`src/include/core_defs.svh`:
```
`ifndef CORE_DEFS_SVH
`define CORE_DEFS_SVH

// datapath and instruction width
`define DBITS       32
// register number width, 16 registers
`define REGNOBITS   4
// immediate field width before sign extension
`define IMMBITS     16

// instruction field positions
`define OP1_MSB     31
`define OP1_LSB     26
`define OP2_MSB     25
`define OP2_LSB     18
// imm overlaps op2 and rd, only one of them is meaningful per opcode
`define IMM_MSB     23
`define IMM_LSB     8
`define RD_MSB      11
`define RD_LSB      8
`define RS_MSB      7
`define RS_LSB      4
`define RT_MSB      3
`define RT_LSB      0

// memory-mapped output devices
`define ADDR_HEX    32'hFFFFF000
`define ADDR_LEDR   32'hFFFFF020
`define HEX_BITS    24
`define LEDR_BITS   10
`define HEX_RESET   24'hFEDEAD

`endif

```
`src/hdl/core_pkg.sv`:
```
`include "core_defs.svh"

package core_pkg;

  // data word and register number
  typedef logic [`DBITS-1:0]     word_t;
  typedef logic [`REGNOBITS-1:0] regno_t;

  // primary opcode, inst[31:26]
  typedef enum logic [5:0] {
    ALUR = 6'b000000,
    SW   = 6'b011010,
    ADDI = 6'b100000,
    ANDI = 6'b100100,
    ORI  = 6'b100101,
    XORI = 6'b100110
  } op1_e;

  // alu function for ALUR, inst[25:18]
  // compares sit in the 0x08 group, arithmetic and logic in 0x20
  typedef enum logic [7:0] {
    EQ   = 8'b00001000,
    LT   = 8'b00001001,
    LE   = 8'b00001010,
    NE   = 8'b00001011,
    ADD  = 8'b00100000,
    AND  = 8'b00100100,
    OR   = 8'b00100101,
    XOR  = 8'b00100110,
    SUB  = 8'b00101000,
    NAND = 8'b00101100,
    NOR  = 8'b00101101,
    NXOR = 8'b00101110,
    RSHF = 8'b00110000,
    LSHF = 8'b00110001
  } op2_e;

endpackage

```
`src/hdl/reg_file.sv`:
```
`timescale 1ns/1ps
`include "core_defs.svh"

module reg_file (
  input  logic             clk,
  input  logic             reset,
  input  core_pkg::regno_t rs_addr,
  input  core_pkg::regno_t rt_addr,
  output core_pkg::word_t  rs_data,
  output core_pkg::word_t  rt_data,
  input  logic             wr_en,
  input  core_pkg::regno_t wr_addr,
  input  core_pkg::word_t  wr_data
);
  import core_pkg::*;

  localparam int NREGS = 1 << `REGNOBITS;

  word_t regs [NREGS];

  // all registers cleared on reset
  // r0 is never written so it stays zero
  always_ff @(posedge clk or posedge reset) begin
    if (reset) begin
      for (int i = 0; i < NREGS; i++) begin
        regs[i] <= '0;
      end
    end else if (wr_en && (wr_addr != '0)) begin
      regs[wr_addr] <= wr_data;
    end
  end

  // combinational read ports
  // same-cycle write is not bypassed here, decode forwards from wb_data
  always_comb begin
    rs_data = regs[rs_addr];
    rt_data = regs[rt_addr];
    if (rs_addr == '0) begin
      rs_data = '0;
    end
    if (rt_addr == '0) begin
      rt_data = '0;
    end
  end

endmodule

```
`src/hdl/decode_stage.sv`:
```
`timescale 1ns/1ps
`include "core_defs.svh"

module decode_stage (
  input  logic             clk,
  input  logic             reset,
  input  logic             inst_valid,
  input  core_pkg::word_t  inst,
  input  core_pkg::word_t  alu_result,
  input  core_pkg::word_t  wb_data,
  input  logic             wb_wr_en,
  input  core_pkg::regno_t wb_regno,
  output logic             id_valid,
  output core_pkg::op1_e   op1,
  output core_pkg::op2_e   op2,
  output core_pkg::word_t  imm_sxt,
  output core_pkg::word_t  opnd_a,
  output core_pkg::word_t  opnd_b,
  output core_pkg::regno_t wregno
);
  import core_pkg::*;

  op1_e                op1_w;
  op2_e                op2_w;
  logic [`IMMBITS-1:0] imm_w;
  regno_t              rd_w;
  regno_t              rs_w;
  regno_t              rt_w;
  word_t               sxt_w;
  word_t               rs_rf;
  word_t               rt_rf;
  word_t               rs_val;
  word_t               rt_val;
  logic                writes_w;
  regno_t              wregno_w;
  // latched instruction has a nonzero destination
  logic                id_writes;

  // field split, unknown codes keep their raw value
  assign op1_w = op1_e'(inst[`OP1_MSB:`OP1_LSB]);
  assign op2_w = op2_e'(inst[`OP2_MSB:`OP2_LSB]);
  assign imm_w = inst[`IMM_MSB:`IMM_LSB];
  assign rd_w  = inst[`RD_MSB:`RD_LSB];
  assign rs_w  = inst[`RS_MSB:`RS_LSB];
  assign rt_w  = inst[`RT_MSB:`RT_LSB];

  assign sxt_w = {{(`DBITS-`IMMBITS){imm_w[`IMMBITS-1]}}, imm_w};

  // destination: rd for ALUR, rt for immediate ops, none otherwise
  always_comb begin
    writes_w = 1'b0;
    wregno_w = '0;
    case (op1_w)
      ALUR: begin
        writes_w = op2_w inside {EQ, LT, LE, NE, ADD, AND, OR, XOR,
                                 SUB, NAND, NOR, NXOR, RSHF, LSHF};
        wregno_w = rd_w;
      end
      ADDI, ANDI, ORI, XORI: begin
        writes_w = 1'b1;
        wregno_w = rt_w;
      end
      default: writes_w = 1'b0;
    endcase
    // r0 writes are dropped, so they never forward either
    if (!writes_w || (wregno_w == '0)) begin
      writes_w = 1'b0;
      wregno_w = '0;
    end
  end

  reg_file u_reg_file (
    .clk     (clk),
    .reset   (reset),
    .rs_addr (rs_w),
    .rt_addr (rt_w),
    .rs_data (rs_rf),
    .rt_data (rt_rf),
    .wr_en   (wb_wr_en),
    .wr_addr (wb_regno),
    .wr_data (wb_data)
  );

  // operand pick: younger producer in execute first, then writeback
  function automatic word_t fwd_sel(input regno_t src, input word_t rf_val);
    if (id_writes && (wregno == src)) begin
      return alu_result;
    end else if (wb_wr_en && (wb_regno == src)) begin
      return wb_data;
    end
    return rf_val;
  endfunction

  always_comb begin
    rs_val = fwd_sel(rs_w, rs_rf);
    rt_val = fwd_sel(rt_w, rt_rf);
  end

  // decode latch control, a bubble clears valid and the writes flag
  always_ff @(posedge clk or posedge reset) begin
    if (reset) begin
      id_valid  <= 1'b0;
      id_writes <= 1'b0;
      wregno    <= '0;
    end else begin
      id_valid  <= inst_valid;
      id_writes <= inst_valid && writes_w;
      wregno    <= inst_valid ? wregno_w : '0;
    end
  end

  // decode latch payload
  always_ff @(posedge clk) begin
    if (inst_valid) begin
      op1     <= op1_w;
      op2     <= op2_w;
      imm_sxt <= sxt_w;
      opnd_a  <= rs_val;
      opnd_b  <= rt_val;
    end
  end

endmodule

```
`src/hdl/execute_stage.sv`:
```
`timescale 1ns/1ps
`include "core_defs.svh"

module execute_stage (
  input  logic             clk,
  input  logic             reset,
  input  logic             id_valid,
  input  core_pkg::op1_e   op1,
  input  core_pkg::op2_e   op2,
  input  core_pkg::word_t  imm_sxt,
  input  core_pkg::word_t  opnd_a,
  input  core_pkg::word_t  opnd_b,
  input  core_pkg::regno_t wregno,
  output core_pkg::word_t  alu_result,
  output logic             wb_wr_en,
  output core_pkg::regno_t wb_regno,
  output core_pkg::word_t  wb_data,
  output logic             store_en,
  output core_pkg::word_t  store_addr,
  output core_pkg::word_t  store_data
);
  import core_pkg::*;

  localparam int SHBITS = $clog2(`DBITS);

  // shared adder for ADDI and the store address
  word_t sum_imm;
  // known instruction that produces a register result
  logic  result_wr;
  logic  big_shift;

  assign sum_imm   = opnd_a + imm_sxt;
  // any shift amount of DBITS or more clears the word
  assign big_shift = (opnd_b >= `DBITS);

  always_comb begin
    result_wr = 1'b1;
    case (op1)
      ALUR: begin
        case (op2)
          // compares give 0 or 1, LT and LE are signed
          EQ:   alu_result = word_t'(opnd_a == opnd_b);
          LT:   alu_result = word_t'($signed(opnd_a) < $signed(opnd_b));
          LE:   alu_result = word_t'($signed(opnd_a) <= $signed(opnd_b));
          NE:   alu_result = word_t'(opnd_a != opnd_b);
          ADD:  alu_result = opnd_a + opnd_b;
          AND:  alu_result = opnd_a & opnd_b;
          OR:   alu_result = opnd_a | opnd_b;
          XOR:  alu_result = opnd_a ^ opnd_b;
          SUB:  alu_result = opnd_a - opnd_b;
          NAND: alu_result = ~(opnd_a & opnd_b);
          NOR:  alu_result = ~(opnd_a | opnd_b);
          NXOR: alu_result = ~(opnd_a ^ opnd_b);
          // logical right shift
          RSHF: alu_result = big_shift ? '0 : (opnd_a >> opnd_b[SHBITS-1:0]);
          LSHF: alu_result = big_shift ? '0 : (opnd_a << opnd_b[SHBITS-1:0]);
          default: begin
            alu_result = '0;
            result_wr  = 1'b0;
          end
        endcase
      end
      ADDI: alu_result = sum_imm;
      ANDI: alu_result = opnd_a & imm_sxt;
      ORI:  alu_result = opnd_a | imm_sxt;
      XORI: alu_result = opnd_a ^ imm_sxt;
      // store goes to io_ports, not to a register
      SW: begin
        alu_result = sum_imm;
        result_wr  = 1'b0;
      end
      default: begin
        alu_result = '0;
        result_wr  = 1'b0;
      end
    endcase
  end

  // store path to the output devices, rt carries the data
  assign store_en   = id_valid && (op1 == SW);
  assign store_addr = sum_imm;
  assign store_data = opnd_b;

  // writeback latch control
  always_ff @(posedge clk or posedge reset) begin
    if (reset) begin
      wb_wr_en <= 1'b0;
      wb_regno <= '0;
    end else begin
      wb_wr_en <= id_valid && result_wr && (wregno != '0);
      wb_regno <= wregno;
    end
  end

  // writeback result, qualified by wb_wr_en downstream
  always_ff @(posedge clk) begin
    wb_data <= alu_result;
  end

endmodule

```
`src/hdl/io_ports.sv`:
```
`timescale 1ns/1ps
`include "core_defs.svh"

module io_ports (
  input  logic                  clk,
  input  logic                  reset,
  input  logic                  store_en,
  input  core_pkg::word_t       store_addr,
  input  core_pkg::word_t       store_data,
  output logic [`LEDR_BITS-1:0] ledr,
  output logic [`HEX_BITS-1:0]  hex
);
  import core_pkg::*;

  logic ledr_hit;
  logic hex_hit;

  // full 32-bit address match, anything else is dropped
  assign ledr_hit = store_en && (store_addr == `ADDR_LEDR);
  assign hex_hit  = store_en && (store_addr == `ADDR_HEX);

  // red leds take the low bits of the stored word
  always_ff @(posedge clk or posedge reset) begin
    if (reset) begin
      ledr <= '0;
    end else if (ledr_hit) begin
      ledr <= store_data[`LEDR_BITS-1:0];
    end
  end

  // hex display value, six digits
  // comes up showing FEDEAD until the first store
  always_ff @(posedge clk or posedge reset) begin
    if (reset) begin
      hex <= `HEX_RESET;
    end else if (hex_hit) begin
      hex <= store_data[`HEX_BITS-1:0];
    end
  end

endmodule

```
`src/hdl/pipe_alu_core.sv`:
```
`timescale 1ns/1ps
`include "core_defs.svh"

module pipe_alu_core (
  input  logic                  clk,
  input  logic                  reset,
  input  logic                  inst_valid,
  input  core_pkg::word_t       inst,
  output logic [`LEDR_BITS-1:0] ledr,
  output logic [`HEX_BITS-1:0]  hex
);
  import core_pkg::*;

  // decode latch to execute
  logic   id_valid;
  op1_e   op1;
  op2_e   op2;
  word_t  imm_sxt;
  word_t  opnd_a;
  word_t  opnd_b;
  regno_t wregno;

  // execute back to decode, forwarding and register write
  word_t  alu_result;
  logic   wb_wr_en;
  regno_t wb_regno;
  word_t  wb_data;

  // execute to output devices
  logic   store_en;
  word_t  store_addr;
  word_t  store_data;

  decode_stage u_decode (
    .clk        (clk),
    .reset      (reset),
    .inst_valid (inst_valid),
    .inst       (inst),
    .alu_result (alu_result),
    .wb_data    (wb_data),
    .wb_wr_en   (wb_wr_en),
    .wb_regno   (wb_regno),
    .id_valid   (id_valid),
    .op1        (op1),
    .op2        (op2),
    .imm_sxt    (imm_sxt),
    .opnd_a     (opnd_a),
    .opnd_b     (opnd_b),
    .wregno     (wregno)
  );

  execute_stage u_execute (
    .clk        (clk),
    .reset      (reset),
    .id_valid   (id_valid),
    .op1        (op1),
    .op2        (op2),
    .imm_sxt    (imm_sxt),
    .opnd_a     (opnd_a),
    .opnd_b     (opnd_b),
    .wregno     (wregno),
    .alu_result (alu_result),
    .wb_wr_en   (wb_wr_en),
    .wb_regno   (wb_regno),
    .wb_data    (wb_data),
    .store_en   (store_en),
    .store_addr (store_addr),
    .store_data (store_data)
  );

  io_ports u_io (
    .clk        (clk),
    .reset      (reset),
    .store_en   (store_en),
    .store_addr (store_addr),
    .store_data (store_data),
    .ledr       (ledr),
    .hex        (hex)
  );

endmodule

```
`config.mk`:
```
export PLATFORM = sky130hd
export DESIGN_NAME = pipe_alu_core
export DESIGN_NICKNAME = d
export VERILOG_FILES = /design/src/hdl/core_pkg.sv /design/src/hdl/reg_file.sv /design/src/hdl/decode_stage.sv /design/src/hdl/execute_stage.sv /design/src/hdl/io_ports.sv /design/src/hdl/pipe_alu_core.sv
export VERILOG_INCLUDE_DIRS = /design/src /design/src/include
export SDC_FILE = /design/constraint.sdc
export NUM_CORES = 2
export LEC_CHECK = 0
export BUFFER_PORTS_ARGS = -buffer_cell sky130_fd_sc_hd__buf_2
export CELL_PAD_IN_SITES_DETAIL_PLACEMENT = 1
export CELL_PAD_IN_SITES_GLOBAL_PLACEMENT = 2
export CORE_UTILIZATION = 35
export DETAILED_ROUTE_END_ITERATION = 6
export PLACE_DENSITY_LB_ADDON = 0.05
export SETUP_SLACK_MARGIN = 0.1
export SLEW_MARGIN = 5
export SYNTH_ARGS = -nofsm -noshare
export SYNTH_HDL_FRONTEND = slang
export SYNTH_SLANG_ARGS = --single-unit
export TNS_END_PERCENT = 30
```
`constraint.sdc`:
```
create_clock -name clk -period 51.4 [get_ports clk]
set_input_delay 5.14 -clock clk [delete_from_list [all_inputs] [get_ports clk]]
set_output_delay 5.14 -clock clk [all_outputs]
set_load 0.01 [all_outputs]
```
==> flow_summary.rst <==
.. list-table::
   :header-rows: 1

   * - Metric
     - Value
   * - Outcome
     - complete, no violations
   * - Leakage Power
     - 21.8 nW
   * - Post-synthesis area per instance
     - 11.9 µm²
   * - Initial antenna violation count
     - 3
   * - Data required time of the critical path
     - 52030 ps
   * - I/O pin count
     - about 70
   * - Layout Skew
     - 53.9 ps
   * - Synthesized flop and latch total
     - 677
   * - Dominant cells by area after synthesis
     - dfrtp_1 (30%), mux4_2 (18%), mux2_2 (13%)
   * - Setup slack on the worst flop-to-flop path
     - 44330 ps
   * - Startpoint types
     - input port
   * - Final cell count without fillers
     - between 5000 and 6000
   * - Count of buffers added by post-CTS timing repair for setup
     - 0
   * - Y dimension of the die
     - 362 µm
   * - Start point of the critical path
     - reset
   * - Number of warning messages in the yosys log
     - 0
   * - X dimension of the die
     - between 300 and 400 µm
   * - Proportion of netlist area held by the largest area contributor
     - ~30%
   * - FP Rows
     - 131
   * - GRT Total Usage
     - 28.9%
   * - Cell taking the most area after synthesis
     - dfrtp_1
   * - IO buf count
     - 68
   * - Fraction of final layout cells with drive strength greater than 1
     - 33.4%
   * - Number of vias in the routed layout
     - ~34000
   * - Clk sink count
     - 677
   * - Initial cell density of the core
     - 35.4%
   * - Final HPWL from detailed placement
     - ~130 mm
   * - Detail Route Antenna Nets
     - 0
   * - Final sum of negative setup slack
     - 0 ps
   * - Buffer levels on the longest clock path
     - 3
   * - Slew Limit Headroom
     - under 10%
   * - Final setup violation count
     - 0
   * - Proportion of register bits with asynchronous set or reset after synthesis
     - 82.3%
   * - Unrepaired setup endpoints after global routing
     - no
   * - Maximum number of pins on one net before global-route repair
     - approximately 140
   * - Post-Syn Instances
     - 3815
   * - First-pass GRT wire length
     - between 200 and 300 mm
   * - Initial detailed-routing violation count
     - 2864
   * - Via-per-instance ratio
     - 6.20
   * - Cells after DPL
     - between 5000 and 6000
   * - Class of the most critical hold timing path
     - register to register
   * - Critical Setup Path Class
     - input port to asynchronous set/reset pin
   * - Source of the worst hold timing path
     - u_decode.u_reg_file.regs[506]$_DFFE_PP0P_
   * - Core area
     - around 130000 µm²
   * - Routing usage on met3
     - 3.33%
   * - Clock root cell
     - clkbuf_16
   * - Area delta synth->final
     - 11.4%
   * - Worst Path Arrival
     - 8770 ps
   * - Number of cells traversed by the worst hold path
     - 0
   * - Slew Limit Fails
     - 0
   * - Power per unit of standard cell area
     - 27.2 nW/µm²
   * - Hold-fix buffers, CTS
     - 0
   * - Master of the slowest instance on the critical path
     - buf_4
   * - Share of the yosys chip area belonging to registers
     - 38.0%
   * - Max-cap violations
     - 0
   * - Worst hold slack
     - around 400 ps
   * - Weighted congestion reported at the end of routability-driven placement
     - slightly above 0.9
   * - Number of remaining DRC errors
     - 0
   * - Number of enable-type register cells in the synthesized netlist
     - a little under 90
   * - Worst-skew pair later-pin latency
     - 710 ps
   * - Final hold violation count
     - 0
   * - Die Outline Area
     - 131000 µm²
   * - Netlist cell types
     - 84
   * - Number of levels the H-tree was split into
     - 3
   * - Worst-case reg-to-reg path depth
     - 13
   * - Maximum resistive drop on vdd
     - 0.0000233 V
   * - Final period util
     - 15.9%
   * - Final Critical Period
     - 8150 ps
   * - Nets
     - roughly 3900
   * - Count of filler cells inserted in the layout
     - 13479
   * - Cells along the critical path
     - buf_2 -> inv_8 -> buf_4 -> buf_4 -> buf_4
   * - Post-CTS clock slew at the launch and capture registers of the worst setup and hold paths
     - 60 ps
   * - Largest driver fanout on the critical path
     - roughly 130
   * - Worst path top cell family by delay
     - buffers and inverters
   * - Crit path top cell by count
     - buf_4
   * - Bufs and invs on worst path
     - 5
   * - 1st-pass router iterations
     - 5
   * - Worst setup EP type
     - asynchronous set/reset pin
   * - Fmax
     - 123 MHz
   * - GRT met2 Usage
     - 47.7%
   * - Area of the mapped netlist
     - approximately 45000 µm²
   * - R2r endpoint
     - u_io.hex[8]$_DFFE_PP0P_
   * - Average wire per cell in the routed design
     - 34.1 µm
   * - Cts bufs inserted
     - 83
   * - Worst Tran Pin Value
     - 1410 ps
   * - Final global-route overflow total
     - 0
   * - Post-Synthesis Net Count
     - 4014
   * - Launch instance of the worst register-to-register path
     - u_decode.opnd_a[4]$_DFFE_PP_
   * - Met1 usage in global routing
     - approximately 39%
   * - Clock tree from TritonCTS
     - yes
   * - Via count of the first global-routing pass
     - between 30000 and 40000
   * - Top flip-flop cell by instance count after synthesis
     - dfrtp_1
   * - Post-cts sizing count
     - 0
   * - Busiest layer in global routing
     - met2
   * - Hold Path Sink
     - u_decode.u_reg_file.regs[506]$_DFFE_PP0P_
   * - Wirelength, routed
     - 189 mm
   * - Largest stage delay, worst path
     - roughly 950 ps
## registers in the layout, summed over array words and instances, names as in the netlist
signal,cells
u_io.hex,24
u_decode.op2,3
u_decode.imm_sxt,15
u_decode.opnd_a,32
u_decode.u_reg_file.regs,512
u_decode.id_writes,1
u_decode.id_valid,1
u_decode.opnd_b,32
u_io.ledr,10
u_execute.wb_data,32
u_decode.op1,6
u_execute.wb_wr_en,1
u_execute.wb_regno,4
u_decode.wregno,4
## synth_stat cells, types with 81 or more instances
master	number
mux2_2	505
ha_1	161
dfrtp_1	539
nand2_1	141
mux2i_1	117
buf_1	81
clkbuf_1	254
a21oi_1	191
edfxtp_1	88
inv_1	144
nor2_1	209
o21ai_0	143
mux4_2	364
## per-stage QoR
step           worst slack [ps]  cell area (µm²)  utilization, %  power, W
5_1_grt                   42650            50600            39.5   0.00142
6_report                  43250            50600            39.5   0.00138
3_3_place_gp              42530            47700            37.2  0.000766
3_5_place_dp              42390            47700            37.2  0.000769
2_1_floorplan             30710            45400               -  0.000690
4_1_cts                   43080            50600            39.5   0.00139
## cells in the final DEF (no fill, tap or decap), drive strengths merged, types with 27 or more instances in the layout
cell / instances
dfrtp: 539
mux2: 525
mux4: 364
nor2: 209
a21oi: 192
buf: 184
ha: 161
inv: 148
o21ai: 145
nand2: 141
clkbuf: 129
mux2i: 117
edfxtp: 88
o22ai: 64
xnor2: 53
nor3: 48
a221oi: 47
a221o: 46
a211oi: 39
nor2b: 39
nand3: 37
xor2: 32
dfxtp: 32
a22oi: 27
## area by class of cell
type | count | area [µm²] | share of cell area, %
clock buffers | 129 | 2550 | 5.03
multi-input cells | 2647 | 26500 | 52.4
inverters | 149 | 567 | 1.12
well taps | 1729 | 2160 | 4.27
diodes | 1 | 2.50 | 0.00494
clock inverters | 24 | 340 | 0.672
repair buffers | 184 | 1250 | 2.48
flip-flops and latches | 677 | 17200 | 34.1
## routing by layer
layer | up-vias | share of wire, %
met5 | - | 0
met4 | 0 | 3.7
met3 | 271 | 4.3
met2 | 985 | 48
met1 | 18579 | 44
li1 | 14528 | -
## cell families (layout without fill, tap and decap cells)
| kind of cell | Yosys count | in the layout | share of synthesized area, % |
|---|---|---|---|
| xor gates and xnor gates | 85 | 85 | 1.64 |
| AOI/OAI and AO/OA | 767 | 767 | 11.3 |
| muxes | 1006 | 1006 | 33.8 |
| other | 0 | 1 | 0 |
| buffers and inverters | 491 | 486 | 4.10 |
| adders and majority gates | 166 | 166 | 4.61 |
| and+or+nand+nor | 623 | 623 | 6.55 |
| DFF | 677 | 677 | 38.0 |
## worst max-delay path by stage
stage                                          endpoint  slack (ps)  cells past startpoint
final                          u_io.hex[16]$_DFFE_PP0P_       43250                      5
after global routing           u_io.hex[16]$_DFFE_PP0P_       42650                      5
after CTS                      u_io.hex[16]$_DFFE_PP0P_       43080                      5
after detailed placement       u_io.hex[16]$_DFFE_PP0P_       42390                      5
after global placement    u_decode.opnd_a[13]$_DFFE_PP_       42530                      8
after floorplan             u_decode.id_valid$_DFF_PP0_       30710                      1
## power breakdown
group / leakage, nW / switching, W / internal [W]
Sequential: 8.87 / 0.0000143 / 0.000548
Clock: 1.41 / 0.000252 / 0.000364
Combinational: 11.5 / 0.000134 / 0.0000642
No activity file was read; power rests on OpenSTA's default activity.
